==> src/hw/exu_br_pkg.sv <==
/*
 * Branch definitions: condition opcodes and
 * the width of the halfword branch offset
 */
package exu_br_pkg;

   localparam int BR_IMM_W = 12;             // Offset bits [12:1]

   // Conditional branch compare, rs1 against rs2
   typedef enum logic [1:0] {
      BR_EQ = 2'd0,
      BR_NE = 2'd1,
      BR_LT = 2'd2,                           // Signed
      BR_GE = 2'd3                            // Signed
   } br_op_e;

endpackage

==> src/hw/exu_pkg.sv <==
/*
 * Datapath definitions shared by the execute unit:
 * default data width, halfword PC width, ALU opcodes
 */
package exu_pkg;

   localparam int XLEN_DEF = 32;             // Default data width
   localparam int PC_W     = 31;             // PC bits [31:1], bit 0 implied zero

   typedef enum logic [3:0] {
      ALU_ADD  = 4'd0,
      ALU_SUB  = 4'd1,
      ALU_AND  = 4'd2,
      ALU_OR   = 4'd3,
      ALU_XOR  = 4'd4,
      ALU_SLT  = 4'd5,                        // Signed less than
      ALU_SLTU = 4'd6,                        // Unsigned less than
      ALU_SLL  = 4'd7,
      ALU_SRL  = 4'd8
   } alu_op_e;

endpackage
==> src/hw/exu_top.sv <==
`timescale 1ns/1ns
/*
 * Execute unit top: operand select, X-stage ALU and branch
 * resolve, R-stage next-PC register
 */
module exu_top
   import exu_pkg::*;
   import exu_br_pkg::*;
#(
   parameter int XLEN = XLEN_DEF
) (
   input  logic                clk,
   input  logic                i_arst_n,
   input  logic                i_x_data_en,
   input  logic                i_r_data_en,
   input  logic                i_valid_d,
   input  logic                i_branch_d,
   input  alu_op_e             i_alu_op_d,
   input  br_op_e              i_br_op_d,
   input  logic                i_pred_taken_d,
   input  logic [XLEN-1:0]     i_gpr_rs1_d,
   input  logic [XLEN-1:0]     i_gpr_rs2_d,
   input  logic [XLEN-1:0]     i_immed_d,
   input  logic                i_rs1_en_d,
   input  logic                i_rs2_en_d,
   input  logic                i_select_pc_d,
   input  logic [PC_W-1:0]     i_pc_d,
   input  logic [3:0]          i_rs1_bypass_en_d,
   input  logic [3:0]          i_rs2_bypass_en_d,
   input  logic [XLEN-1:0]     i_result_r,
   input  logic [XLEN-1:0]     i_lsu_result_m,
   input  logic [XLEN-1:0]     i_nb_load_data,
   input  logic [BR_IMM_W-1:0] i_br_imm_d,
   input  logic                i_flush_lower_r,
   input  logic [PC_W-1:0]     i_flush_path_r,
   input  logic [PC_W-1:0]     i_pred_correct_npc_x,
   output logic [XLEN-1:0]     o_result_x,
   output logic [PC_W-1:0]     o_pc_x,
   output logic                o_flush_final,
   output logic [PC_W-1:0]     o_flush_path_final,
   output logic [PC_W-1:0]     o_npc_r
);

   logic [XLEN-1:0] rs1_d;
   logic [XLEN-1:0] rs2_d;
   logic [PC_W-1:0] flush_path_x;
   logic            pred_correct_x;

   exu_operand_sel #(.XLEN(XLEN)) exu_operand_sel_i (
      .clk               (clk),
      .i_arst_n          (i_arst_n),
      .i_gpr_rs1_d       (i_gpr_rs1_d),
      .i_gpr_rs2_d       (i_gpr_rs2_d),
      .i_immed_d         (i_immed_d),
      .i_rs1_en_d        (i_rs1_en_d),
      .i_rs2_en_d        (i_rs2_en_d),
      .i_select_pc_d     (i_select_pc_d),
      .i_pc_d            (i_pc_d),
      .i_rs1_bypass_en_d (i_rs1_bypass_en_d),
      .i_rs2_bypass_en_d (i_rs2_bypass_en_d),
      .i_result_r        (i_result_r),
      .i_lsu_result_m    (i_lsu_result_m),
      .i_result_x        (o_result_x),         // X-stage result fed back
      .i_nb_load_data    (i_nb_load_data),
      .o_rs1_d           (rs1_d),
      .o_rs2_d           (rs2_d)
   );

   exu_alu #(.XLEN(XLEN)) exu_alu_i (
      .clk                (clk),
      .i_arst_n           (i_arst_n),
      .i_x_data_en        (i_x_data_en),
      .i_valid_d          (i_valid_d),
      .i_branch_d         (i_branch_d),
      .i_alu_op_d         (i_alu_op_d),
      .i_br_op_d          (i_br_op_d),
      .i_pred_taken_d     (i_pred_taken_d),
      .i_rs1_d            (rs1_d),
      .i_rs2_d            (rs2_d),
      .i_pc_d             (i_pc_d),
      .i_br_imm_d         (i_br_imm_d),
      .i_flush_lower_r    (i_flush_lower_r),
      .i_flush_path_r     (i_flush_path_r),
      .o_result_x         (o_result_x),
      .o_pc_x             (o_pc_x),
      .o_flush_upper_x    (),                  // Only seen through the final flush
      .o_flush_path_x     (flush_path_x),
      .o_pred_correct_x   (pred_correct_x),
      .o_flush_final      (o_flush_final),
      .o_flush_path_final (o_flush_path_final)
   );

   exu_r_pipe #(.XLEN(XLEN)) exu_r_pipe_i (
      .clk                  (clk),
      .i_arst_n             (i_arst_n),
      .i_r_data_en          (i_r_data_en),
      .i_flush_path_x       (flush_path_x),
      .i_pred_correct_x     (pred_correct_x),
      .i_pred_correct_npc_x (i_pred_correct_npc_x),
      .o_npc_r              (o_npc_r)
   );

endmodule

==> src/hw/exu_r_pipe.sv <==
`timescale 1ns/1ns
/*
 * X-to-R register of the resolved branch state
 * and the R-stage next-PC select
 */
module exu_r_pipe
   import exu_pkg::*;
#(
   parameter int XLEN = XLEN_DEF
) (
   input  logic            clk,
   input  logic            i_arst_n,
   input  logic            i_r_data_en,          // Stage enable X to R
   input  logic [PC_W-1:0] i_flush_path_x,
   input  logic            i_pred_correct_x,
   input  logic [PC_W-1:0] i_pred_correct_npc_x, // Next PC on a correct prediction
   output logic [PC_W-1:0] o_npc_r
);

   logic [PC_W-1:0] flush_path_r;
   logic [PC_W-1:0] pred_correct_npc_r;
   logic            pred_correct_r;

   // PC is a halfword address of the data width
   if (PC_W != XLEN - 1) begin : g_pc_w_check
      $error("PC width %0d does not match data width %0d", PC_W, XLEN);
   end

   always_ff @(posedge clk or negedge i_arst_n) begin
      if (!i_arst_n) begin
         pred_correct_r     <= 1'b0;
         flush_path_r       <= '0;
         pred_correct_npc_r <= '0;
      end else if (i_r_data_en) begin
         pred_correct_r     <= i_pred_correct_x;
         flush_path_r       <= i_flush_path_x;
         pred_correct_npc_r <= i_pred_correct_npc_x;
      end
   end

   assign o_npc_r = pred_correct_r ? pred_correct_npc_r : flush_path_r;

   a_npc_known : assert property (@(posedge clk) disable iff (!i_arst_n)
      !$isunknown(o_npc_r))
      else $error("R-stage next PC is unknown");

endmodule

==> src/hw/exu_alu.sv <==
`timescale 1ns/1ns
/*
 * X-stage execute: D-to-X register, integer ALU, conditional
 * branch resolve against the prediction, upper/lower flush merge
 */
module exu_alu
   import exu_pkg::*;
   import exu_br_pkg::*;
#(
   parameter int XLEN = XLEN_DEF
) (
   input  logic                clk,
   input  logic                i_arst_n,
   input  logic                i_x_data_en,        // Stage enable D to X
   input  logic                i_valid_d,
   input  logic                i_branch_d,         // Conditional branch in D
   input  alu_op_e             i_alu_op_d,
   input  br_op_e              i_br_op_d,
   input  logic                i_pred_taken_d,     // Predicted direction
   input  logic [XLEN-1:0]     i_rs1_d,
   input  logic [XLEN-1:0]     i_rs2_d,
   input  logic [PC_W-1:0]     i_pc_d,
   input  logic [BR_IMM_W-1:0] i_br_imm_d,         // Halfword offset
   input  logic                i_flush_lower_r,    // Older flush from R
   input  logic [PC_W-1:0]     i_flush_path_r,
   output logic [XLEN-1:0]     o_result_x,
   output logic [PC_W-1:0]     o_pc_x,
   output logic                o_flush_upper_x,    // Mispredict in X
   output logic [PC_W-1:0]     o_flush_path_x,
   output logic                o_pred_correct_x,
   output logic                o_flush_final,
   output logic [PC_W-1:0]     o_flush_path_final
);

   localparam int SHW = $clog2(XLEN);

   logic [XLEN-1:0]     rs1_x;
   logic [XLEN-1:0]     rs2_x;
   logic [PC_W-1:0]     pc_x;
   logic [BR_IMM_W-1:0] br_imm_x;
   alu_op_e             alu_op_x;
   br_op_e              br_op_x;
   logic                valid_x;
   logic                branch_x;
   logic                pred_taken_x;

   logic                actual_taken_x;
   logic                br_valid_x;
   logic                mispredict_x;
   logic [PC_W-1:0]     target_x;
   logic [PC_W-1:0]     fallthru_x;

   always_ff @(posedge clk or negedge i_arst_n) begin
      if (!i_arst_n) begin
         valid_x      <= 1'b0;
         branch_x     <= 1'b0;
         pred_taken_x <= 1'b0;
         alu_op_x     <= ALU_ADD;
         br_op_x      <= BR_EQ;
         rs1_x        <= '0;
         rs2_x        <= '0;
         pc_x         <= '0;
         br_imm_x     <= '0;
      end else if (i_x_data_en) begin
         valid_x      <= i_valid_d;
         branch_x     <= i_branch_d;
         pred_taken_x <= i_pred_taken_d;
         alu_op_x     <= i_alu_op_d;
         br_op_x      <= i_br_op_d;
         rs1_x        <= i_rs1_d;
         rs2_x        <= i_rs2_d;
         pc_x         <= i_pc_d;
         br_imm_x     <= i_br_imm_d;
      end
   end

   always_comb begin
      case (alu_op_x)
         ALU_ADD:  o_result_x = rs1_x + rs2_x;
         ALU_SUB:  o_result_x = rs1_x - rs2_x;
         ALU_AND:  o_result_x = rs1_x & rs2_x;
         ALU_OR:   o_result_x = rs1_x | rs2_x;
         ALU_XOR:  o_result_x = rs1_x ^ rs2_x;
         ALU_SLT:  o_result_x = XLEN'($signed(rs1_x) < $signed(rs2_x));
         ALU_SLTU: o_result_x = XLEN'(rs1_x < rs2_x);
         ALU_SLL:  o_result_x = rs1_x << rs2_x[SHW-1:0];  // Low bits only
         ALU_SRL:  o_result_x = rs1_x >> rs2_x[SHW-1:0];
         default:  o_result_x = '0;
      endcase
   end

   always_comb begin
      case (br_op_x)
         BR_EQ:   actual_taken_x = (rs1_x == rs2_x);
         BR_NE:   actual_taken_x = (rs1_x != rs2_x);
         BR_LT:   actual_taken_x = ($signed(rs1_x) < $signed(rs2_x));
         BR_GE:   actual_taken_x = ($signed(rs1_x) >= $signed(rs2_x));
         default: actual_taken_x = 1'b0;
      endcase
   end

   // Both paths in halfwords, so the offset adds as is and PC+4 is +2
   assign target_x   = pc_x + {{(PC_W-BR_IMM_W){br_imm_x[BR_IMM_W-1]}}, br_imm_x};
   assign fallthru_x = pc_x + PC_W'(2);

   assign br_valid_x   = valid_x & branch_x & ~i_flush_lower_r;  // Killed by older flush
   assign mispredict_x = br_valid_x & (actual_taken_x != pred_taken_x);

   assign o_pc_x           = pc_x;
   assign o_flush_upper_x  = mispredict_x;
   assign o_flush_path_x   = actual_taken_x ? target_x : fallthru_x;
   assign o_pred_correct_x = br_valid_x & ~mispredict_x;

   // R-stage flush is older and wins
   assign o_flush_final      = i_flush_lower_r | o_flush_upper_x;
   assign o_flush_path_final = i_flush_lower_r ? i_flush_path_r : o_flush_path_x;

   // Upper flush rises only for a new X instruction or a released lower flush
   a_upper_masked : assert property (@(posedge clk) disable iff (!i_arst_n)
      $rose(o_flush_upper_x) |-> $past(i_x_data_en) || $fell(i_flush_lower_r))
      else $error("Upper flush raised with no new X instruction or lower flush release");

endmodule

==> src/hw/exu_operand_sel.sv <==
`timescale 1ns/1ns
/*
 * D-stage operand select: one-hot bypass merge from four
 * result sources, then rs1/rs2 choice of bypass, PC, GPR or immediate
 */
module exu_operand_sel
   import exu_pkg::*;
#(
   parameter int XLEN = XLEN_DEF
) (
   input  logic            clk,
   input  logic            i_arst_n,
   input  logic [XLEN-1:0] i_gpr_rs1_d,        // GPR read data
   input  logic [XLEN-1:0] i_gpr_rs2_d,
   input  logic [XLEN-1:0] i_immed_d,          // Decoded immediate
   input  logic            i_rs1_en_d,         // Qualify GPR rs1
   input  logic            i_rs2_en_d,         // Qualify GPR rs2
   input  logic            i_select_pc_d,      // PC onto rs1
   input  logic [PC_W-1:0] i_pc_d,
   input  logic [3:0]      i_rs1_bypass_en_d,  // One-hot bypass select
   input  logic [3:0]      i_rs2_bypass_en_d,
   input  logic [XLEN-1:0] i_result_r,         // R-stage result
   input  logic [XLEN-1:0] i_lsu_result_m,     // M-stage load result
   input  logic [XLEN-1:0] i_result_x,         // X-stage ALU result
   input  logic [XLEN-1:0] i_nb_load_data,     // Non-blocking load data
   output logic [XLEN-1:0] o_rs1_d,
   output logic [XLEN-1:0] o_rs2_d
);

   logic [XLEN-1:0] rs1_byp_data;
   logic [XLEN-1:0] rs2_byp_data;
   logic            rs1_byp_any;
   logic            rs2_byp_any;

   // AND-OR merge, relies on the select being one-hot
   function automatic logic [XLEN-1:0] bypass_merge(
      input logic [3:0]      en,
      input logic [XLEN-1:0] src_r,
      input logic [XLEN-1:0] src_m,
      input logic [XLEN-1:0] src_x,
      input logic [XLEN-1:0] src_nb
   );
      bypass_merge = ({XLEN{en[0]}} & src_r) |
                     ({XLEN{en[1]}} & src_m) |
                     ({XLEN{en[2]}} & src_x) |
                     ({XLEN{en[3]}} & src_nb);
   endfunction

   assign rs1_byp_any  = |i_rs1_bypass_en_d;
   assign rs2_byp_any  = |i_rs2_bypass_en_d;

   assign rs1_byp_data = bypass_merge(i_rs1_bypass_en_d, i_result_r, i_lsu_result_m,
                                      i_result_x, i_nb_load_data);
   assign rs2_byp_data = bypass_merge(i_rs2_bypass_en_d, i_result_r, i_lsu_result_m,
                                      i_result_x, i_nb_load_data);

   always_comb begin
      if (rs1_byp_any) o_rs1_d = rs1_byp_data;
      else if (i_select_pc_d) o_rs1_d = XLEN'({i_pc_d, 1'b0});  // Jumps and auipc
      else if (i_rs1_en_d) o_rs1_d = i_gpr_rs1_d;
      else o_rs1_d = '0;
   end

   always_comb begin
      if (rs2_byp_any) o_rs2_d = rs2_byp_data;
      else if (i_rs2_en_d) o_rs2_d = i_gpr_rs2_d;
      else o_rs2_d = i_immed_d;                // Immediate forms
   end

   a_rs1_byp_onehot : assert property (@(posedge clk) disable iff (!i_arst_n)
      $onehot0(i_rs1_bypass_en_d))
      else $error("rs1 bypass select not one-hot: %b", i_rs1_bypass_en_d);

   a_rs2_byp_onehot : assert property (@(posedge clk) disable iff (!i_arst_n)
      $onehot0(i_rs2_bypass_en_d))
      else $error("rs2 bypass select not one-hot: %b", i_rs2_bypass_en_d);

endmodule

==> config.mk <==
export PLATFORM = sky130hd
export DESIGN_NAME = exu_top
export DESIGN_NICKNAME = d
export VERILOG_FILES = /design/src/hw/exu_br_pkg.sv /design/src/hw/exu_pkg.sv /design/src/hw/exu_top.sv /design/src/hw/exu_r_pipe.sv /design/src/hw/exu_alu.sv /design/src/hw/exu_operand_sel.sv
export SDC_FILE = /design/constraint.sdc
export NUM_CORES = 1
export LEC_CHECK = 0
export ABC_AREA = 1
export BUFFER_PORTS_ARGS = -buffer_cell sky130_fd_sc_hd__buf_2
export CAP_MARGIN = 20
export CORE_ASPECT_RATIO = 1.5
export CORE_UTILIZATION = 30
export DETAILED_ROUTE_END_ITERATION = 8
export PLACE_DENSITY = 0.5
export SETUP_SLACK_MARGIN = 0.5
export SLEW_MARGIN = 20
export SYNTH_ARGS = -nofsm -noshare
export SYNTH_HDL_FRONTEND = slang
export SYNTH_SLANG_ARGS = --single-unit
==> constraint.sdc <==
create_clock -name clk -period 3.8 [get_ports clk]
set_input_delay 0.57 -clock clk [delete_from_list [all_inputs] [get_ports clk]]
set_output_delay 0.57 -clock clk [all_outputs]
set_load 0.1 [all_outputs]
Word-level counts from Yosys, hierarchy flattened
Cells that the tools add are included.
{"block": "word_totals", "ff_bits": 179, "inputBits": 322, "out_inout_bits": 126, "wordCells": 73}
{"block": "op_classes", "add_sub_neg": 4, "order_cmp": 3, "n_eq_ne": 14, "shifts": 2, "mux": 10, "n_bitwise": 24, "n_reduce_logical": 4}
{"op": "$and A32 B32 Y32", "n": 9}
{"op": "$pmux W32 S9", "n": 1}
{"op": "$or A32 B32 Y32", "n": 7}
{"op": "$mux W32", "n": 5}
{"op": "$mux W31", "n": 3}
{"op": "$lt A32 B32 Y1", "n": 2}
{"op": "$add A32 B32 Y32", "n": 1}
{"op": "$eq A32 B32 Y1", "n": 1}
{"op": "$ge A32 B32 Y1", "n": 1}
{"op": "$ne A32 B32 Y1", "n": 1}
{"op": "$shl A32 B5 Y32", "n": 1}
{"op": "$shr A32 B5 Y32", "n": 1}
{"op": "$sub A32 B32 Y32", "n": 1}
{"op": "$xor A32 B32 Y32", "n": 1}
{"op": "$add A31 B2 Y31 const B", "n": 1}
{"op": "$add A31 B31 Y31", "n": 1}
{"op": "$eq A4 B3 Y1 const B", "n": 4}
{"op": "$eq A4 B2 Y1 const B", "n": 2}
{"op": "$reduce_or A4 Y1", "n": 2}
{"op": "$and A1 B1 Y1", "n": 4}
{"op": "$eq A2 B2 Y1 const B", "n": 2}
{"op": "$eq A4 B1 Y1 const B", "n": 1}
{"op": "$eq A4 B4 Y1 const B", "n": 1}
{"op": "$logic_not A4 Y1", "n": 1}
{"op": "other kinds (6)", "n": 7}

Depth between registers and ports, before layout
{"block": "depth", "ltp_word": 6, "ltp_mapped": 23, "depth_no_buf": 20}

Hierarchy
A second synthesis with hierarchy kept.
{"block": "hier_totals", "cells_unflattened": 3878, "area_unflattened_um2": 22416.5}
{"module": "exu_alu", "instances": 1, "cells_per_inst": 2674, "area_per_inst_um2": 16220.6, "seq_area_each_um2": 2902.8}
{"module": "exu_operand_sel", "instances": 1, "cells_per_inst": 837, "area_per_inst_um2": 3379.5, "seq_area_each_um2": 0.0}
{"module": "exu_r_pipe", "instances": 1, "cells_per_inst": 367, "area_per_inst_um2": 2816.5, "seq_area_each_um2": 1576.5}

Worst setup path after synthesis
OpenSTA, ideal clock, no wires.
{"block": "synth_timing", "kind": "register to output", "startpoint": "reg exu_alu_i.rs2_x[2]", "endpoint": "out o_flush_path_final[1]", "arrival_ns": 3.499, "required_time_ns": 3.230, "setup_slack_ns": -0.269, "stages_incl_launch_ff": 22, "n_path_buf": 4, "cell_sequence": "dfrtp_1 inv_2 clkbuf_1 buf_1 ha_1 buf_2 inv_1 nand2_1 nand2_1 nand3_1 nand2_2 nand2_2 nand2_2 nand2_2 nand2_1 nand2_2 nand3_4 nand3_4 buf_4 nand3_1 nand3_1 nand2_1"}
{"block": "synth_via", "elab_chain_cells": 4, "elab_cells_between_ends": 7, "cone_classes": "order compare (2); eq/ne (2); mux (3)"}
{"element": "start: declaration", "line_no": "exu_alu.sv:38", "rtl": "logic [XLEN-1:0] rs2_x;"}
{"element": "start signal: assignment", "line_no": "exu_alu.sv:71", "rtl": "rs2_x <= i_rs2_d;"}
{"element": "$ge A32 B32 Y1, or another cell as far along", "line_no": "exu_alu.sv:97", "rtl": "BR_GE: actual_taken_x = ($signed(rs1_x) >= $signed(rs2_x));"}
{"element": "$pmux W1 S4 *", "line_no": "exu_alu.sv:93", "rtl": "case (br_op_x)"}
{"element": "$mux W31 *", "line_no": "exu_alu.sv:111", "rtl": "assign o_flush_path_x = actual_taken_x ? target_x : fallthru_x;"}
{"element": "$mux W31 *", "line_no": "exu_alu.sv:116", "rtl": "assign o_flush_path_final = i_flush_lower_r ? i_flush_path_r : o_flush_path_x;"}
{"element": "end: declaration", "line_no": "exu_top.sv:40", "rtl": "output logic [PC_W-1:0] o_flush_path_final,"}
Mark *: on every way between the ends. The rest lies on a longest branch, timed or not.

Final worst setup path
{"block": "layout_timing", "startpoint": "reg exu_alu_i.rs2_x[0]", "endpoint": "out o_result_x[24]"}
{"block": "layout_via", "elab_chain_cells": 2, "elab_cells_between_ends": 5, "cone_classes": "add/sub (2); shift (2); mux (1)"}
{"element": "$sub A32 B32 Y32, or another cell as far along", "line_no": "exu_alu.sv:80", "rtl": "ALU_SUB: o_result_x = rs1_x - rs2_x;"}
{"element": "$pmux W32 S9 *", "line_no": "exu_alu.sv:78", "rtl": "case (alu_op_x)"}
{"element": "end: declaration", "line_no": "exu_top.sv:37", "rtl": "output logic [XLEN-1:0] o_result_x,"}
Marks and branches as above.

==> results.toml <==
[worst_setup_path]
crit_path_end_kind = "output port"
cp_slowest_cell = "dfrtp_2"
slowest_delay_ns = 0.43
required_ns = 3.23
arrival_ns = 3.37
path_cells = "buf_4, buf_6, buf_12, buf_12, ha_4, fa_2, nand2_2, nand2_2, o21ai_4, inv_2, nand2_2, nand2_4, nand2_4, nand2_4, nand2_2, nand3_1, nand3_2, nand3_4, buf_12"
critPathKind = "register to output port"
crit_fanout = 5
critPathMostFrequentCell = "nand2_2"
setup.worst_path.start_class = "register"

[global_route]
use_met3_pct = 6.18
grt_pass1_vias = 28500
grt_pass1_wl_mm = 195
track_usage_pct = 36.4
antenna_found_initial = 7
grt_overflow = 0
grt_util_met2_pct = 62.2
grt_use_met1_pct = 36.0
top_usage_layer = "met2"
grt_max_degree = 72

[synth]
syn_nets = 4233
ys_types = 55
ys_seq_area_share_pct = 20.2
synth-seq-cells = 179
ys.flop_type = "dfrtp_1"
avgSynthCellArea_um2 = 5.87
synth_edf_count = 0
yosysWarnings = 0
async_flop_share_pct = 100
syn_area_um2 = 22200
postSynthCellCount = 3780

[floorplanning]
dieArea_um2 = 75100
core_area_um2 = 73000
ios = 448
start_util_pct = 30.4
die_w_um = 224
die_h_um = 335
num_rows = 121

[layout]
nets = 4851
final_area_um2 = 32600
drive_above_1_share_pct = 32.5
area_delta_synth_final_pct = 46.6
nFillCells = 7854

[placed_design]
placed_cell_area_um2 = 28100
hpwl_mm = 114
place.gp.congestion = 1.05
port_buffers = 447

[detailed_routing]
via_per_inst = 5.51
drc = 0
ant_nets = 0
drt_iter0_markers = 2664
routedWlPerCell_um = 26.5
first_pass_iters = 5
vias = 29700
drt-total-wl_mm = 143

[run_status]
violations = "negative setup slack"
outcome = "complete, but fails checks"

[power_and_ir_drop]
combPwrFrac_pct = 73.4
p_per_area_nw_per_um2 = 503
p_leak_nw = 16.3
p_clk_share_pct = 11.9
switching_share_pct = 57.2
p_int_w = 0.00700
p_seq_share_pct = 14.7
peakVddDrop_uv = 415
power.switching_w = 0.00937

[cts]
clk_latency_ns = 0.52
cts-htree-levels = 4
root_buffer = "clkbuf_16"
cts_inserted_buffers = 17
cts_buffer_depth = 2
cts.sinks = 179
clkTransAtPathRegs_ns = 0.09
cts_tree = "yes"

[timing]
hold_viol = 0
slew-limit-headroom_pct = 20.8
timing.hold.ws_ns = 0.0680
fin_crit_ns = 3.94
fin_crit_sh_pct = 104
fmax_mhz = 254
slew_viol_final = 0
skew_ns = 0.0242
rsz0062_at_grt = "yes"
setup_viol_count_final = 35
fin_tns_setup_ns = -2.74
setup_ws_ns = -0.138
tightest_slew_ns = 1.18

[job]
cap_violations = 0

[hold_path]
min_path_type = "input pin to async pin"
-- final timing paths --
check                      slack (ns)  depth (start not counted)                            end                          start
max in group asynchronous        2.79                          2          exu_alu_i.alu_op_x[2]                       i_arst_n
min in group clk                 0.26                          3          exu_alu_i.br_imm_x[6]                  i_br_imm_d[6]
setup reg to reg                 0.37                         23             exu_alu_i.rs2_x[4]             exu_alu_i.rs2_x[0]
hold / removal                   0.07                          1          exu_alu_i.br_imm_x[6]                       i_arst_n
setup / recovery                -0.14                         19                 o_result_x[24]             exu_alu_i.rs2_x[0]
hold reg to reg                  0.48                          2  exu_r_pipe_i.flush_path_r[22]  exu_r_pipe_i.flush_path_r[22]
-- power by group through the flow --
stage	clock network [W]	registers, W	logic (W)
floorplan	0	0.00260	0.00583
global placement	0	0.00243	0.0100
finish	0.00195	0.00240	0.0120
global route	0.00206	0.00243	0.0125
detailed placement	0	0.00244	0.0100
CTS	0.00200	0.00239	0.0111
-- routing by layer --
metal / wire [um] / share of wire, % / up-vias
met3: 9000 / 6.3 / 511
met4: 17500 / 12 / 8
li1: - / - / 13700
met5: 44 / 0.031 / -
met1: 47600 / 33 / 14100
met2: 69000 / 48 / 1432
-- worst max-delay path, delay by kind of cell (launching register included) --
family                     cells  cell delay [ns]
AOI/OAI and AO/OA              1             0.09
DFF                            1             0.43
and+or+nand+nor               10             0.93
buffers and inverters          6             0.86
adders and majority gates      2             0.52
-- through the flow --
stage | worst slack, ns | util (%) | std cells | power (W)
3_3_place_gp | 0.0734 | 38.5 | 5243 | 0.0125
2_1_floorplan | 0.450 | - | 3780 | 0.00843
6_report | -0.138 | 44.6 | 5398 | 0.0164
3_5_place_dp | 0.0874 | 38.5 | 5243 | 0.0125
5_1_grt | -0.280 | 44.6 | 5396 | 0.0170
4_1_cts | -0.143 | 42.5 | 5339 | 0.0155
-- synth_stat cells, types with 14 or more instances --
library cell | n | area share [%]
a22o_1 | 48 | 1.9
buf_1 | 23 | 0.39
nor2_1 | 258 | 4.4
dfrtp_1 | 179 | 20
o22ai_1 | 24 | 0.68
a21oi_1 | 205 | 4.6
a31oi_1 | 32 | 0.90
inv_2 | 17 | 0.29
ha_1 | 128 | 7.2
nand2_1 | 1298 | 22
o21ai_0 | 230 | 5.2
o21bai_1 | 25 | 0.85
inv_1 | 365 | 6.2
nand3_1 | 380 | 8.6
a211oi_1 | 65 | 2.2
o211ai_1 | 25 | 0.85
xor2_1 | 46 | 1.8
nor3_1 | 40 | 0.90
a22oi_1 | 30 | 1.0
clkbuf_1 | 129 | 2.2
buf_2 | 35 | 0.79
nand4_1 | 34 | 0.96
o21a_1 | 20 | 0.68
buf_4 | 14 | 0.47
-- cells in the final DEF, fill, tap and decap left out, types with 97 or more instances in the layout --
master,instances
buf_2,381
nand3_1,263
inv_1,321
dfrtp_1,167
buf_4,292
nand2_2,97
o21ai_0,153
nand2_1,1152
nor2_1,211
a21oi_1,152
-- registers in the layout (all words and copies together), names as in the netlist --
signal,cells
exu_alu_i.alu_op_x,4
exu_alu_i.br_imm_x,12
exu_alu_i.br_op_x,2
exu_alu_i.branch_x,1
exu_alu_i.o_pc_x,31
exu_alu_i.pred_taken_x,1
exu_alu_i.rs1_x,32
exu_alu_i.rs2_x,32
exu_alu_i.valid_x,1
exu_r_pipe_i.flush_path_r,31
exu_r_pipe_i.pred_correct_npc_r,31
exu_r_pipe_i.pred_correct_r,1
-- area by class of cell --
class / count / area, um^2 / area share (%)
antenna: 3 / 7.51 / 0.0231
timing repair buffer: 802 / 6490 / 20.0
multi-input combinational: 3012 / 18200 / 55.9
sequential: 179 / 4500 / 13.8
tap: 984 / 1230 / 3.78
inverter: 386 / 1500 / 4.60
clock inverter: 14 / 173 / 0.530
clock buffer: 18 / 439 / 1.35
-- repair_timing --
item / 4_1_cts / 5_1_grt
hold endpoints to repair: 0 / 0
resized for setup: 449 / 288
hold buffers: 0 / 0
setup buffers: 57 / 49
endpoints found under the setup margin: 92 / 72
pin swaps: 105 / 115
cloned: 7 / 7
-- cells by family (layout without fill, tap and decap cells) --
family | Yosys count | after routing | share of synthesized area (%)
other cells | 0 | 3 | 0
fa+ha+maj | 131 | 131 | 7.48
simple gates | 2082 | 2083 | 39.4
buf+inv | 590 | 1220 | 10.5
flops | 179 | 179 | 20.2
xor+xnor | 52 | 52 | 2.05
compound gates | 740 | 740 | 20.2
mux | 6 | 6 | 0.270
No activity file was read; power rests on OpenSTA's default activity.
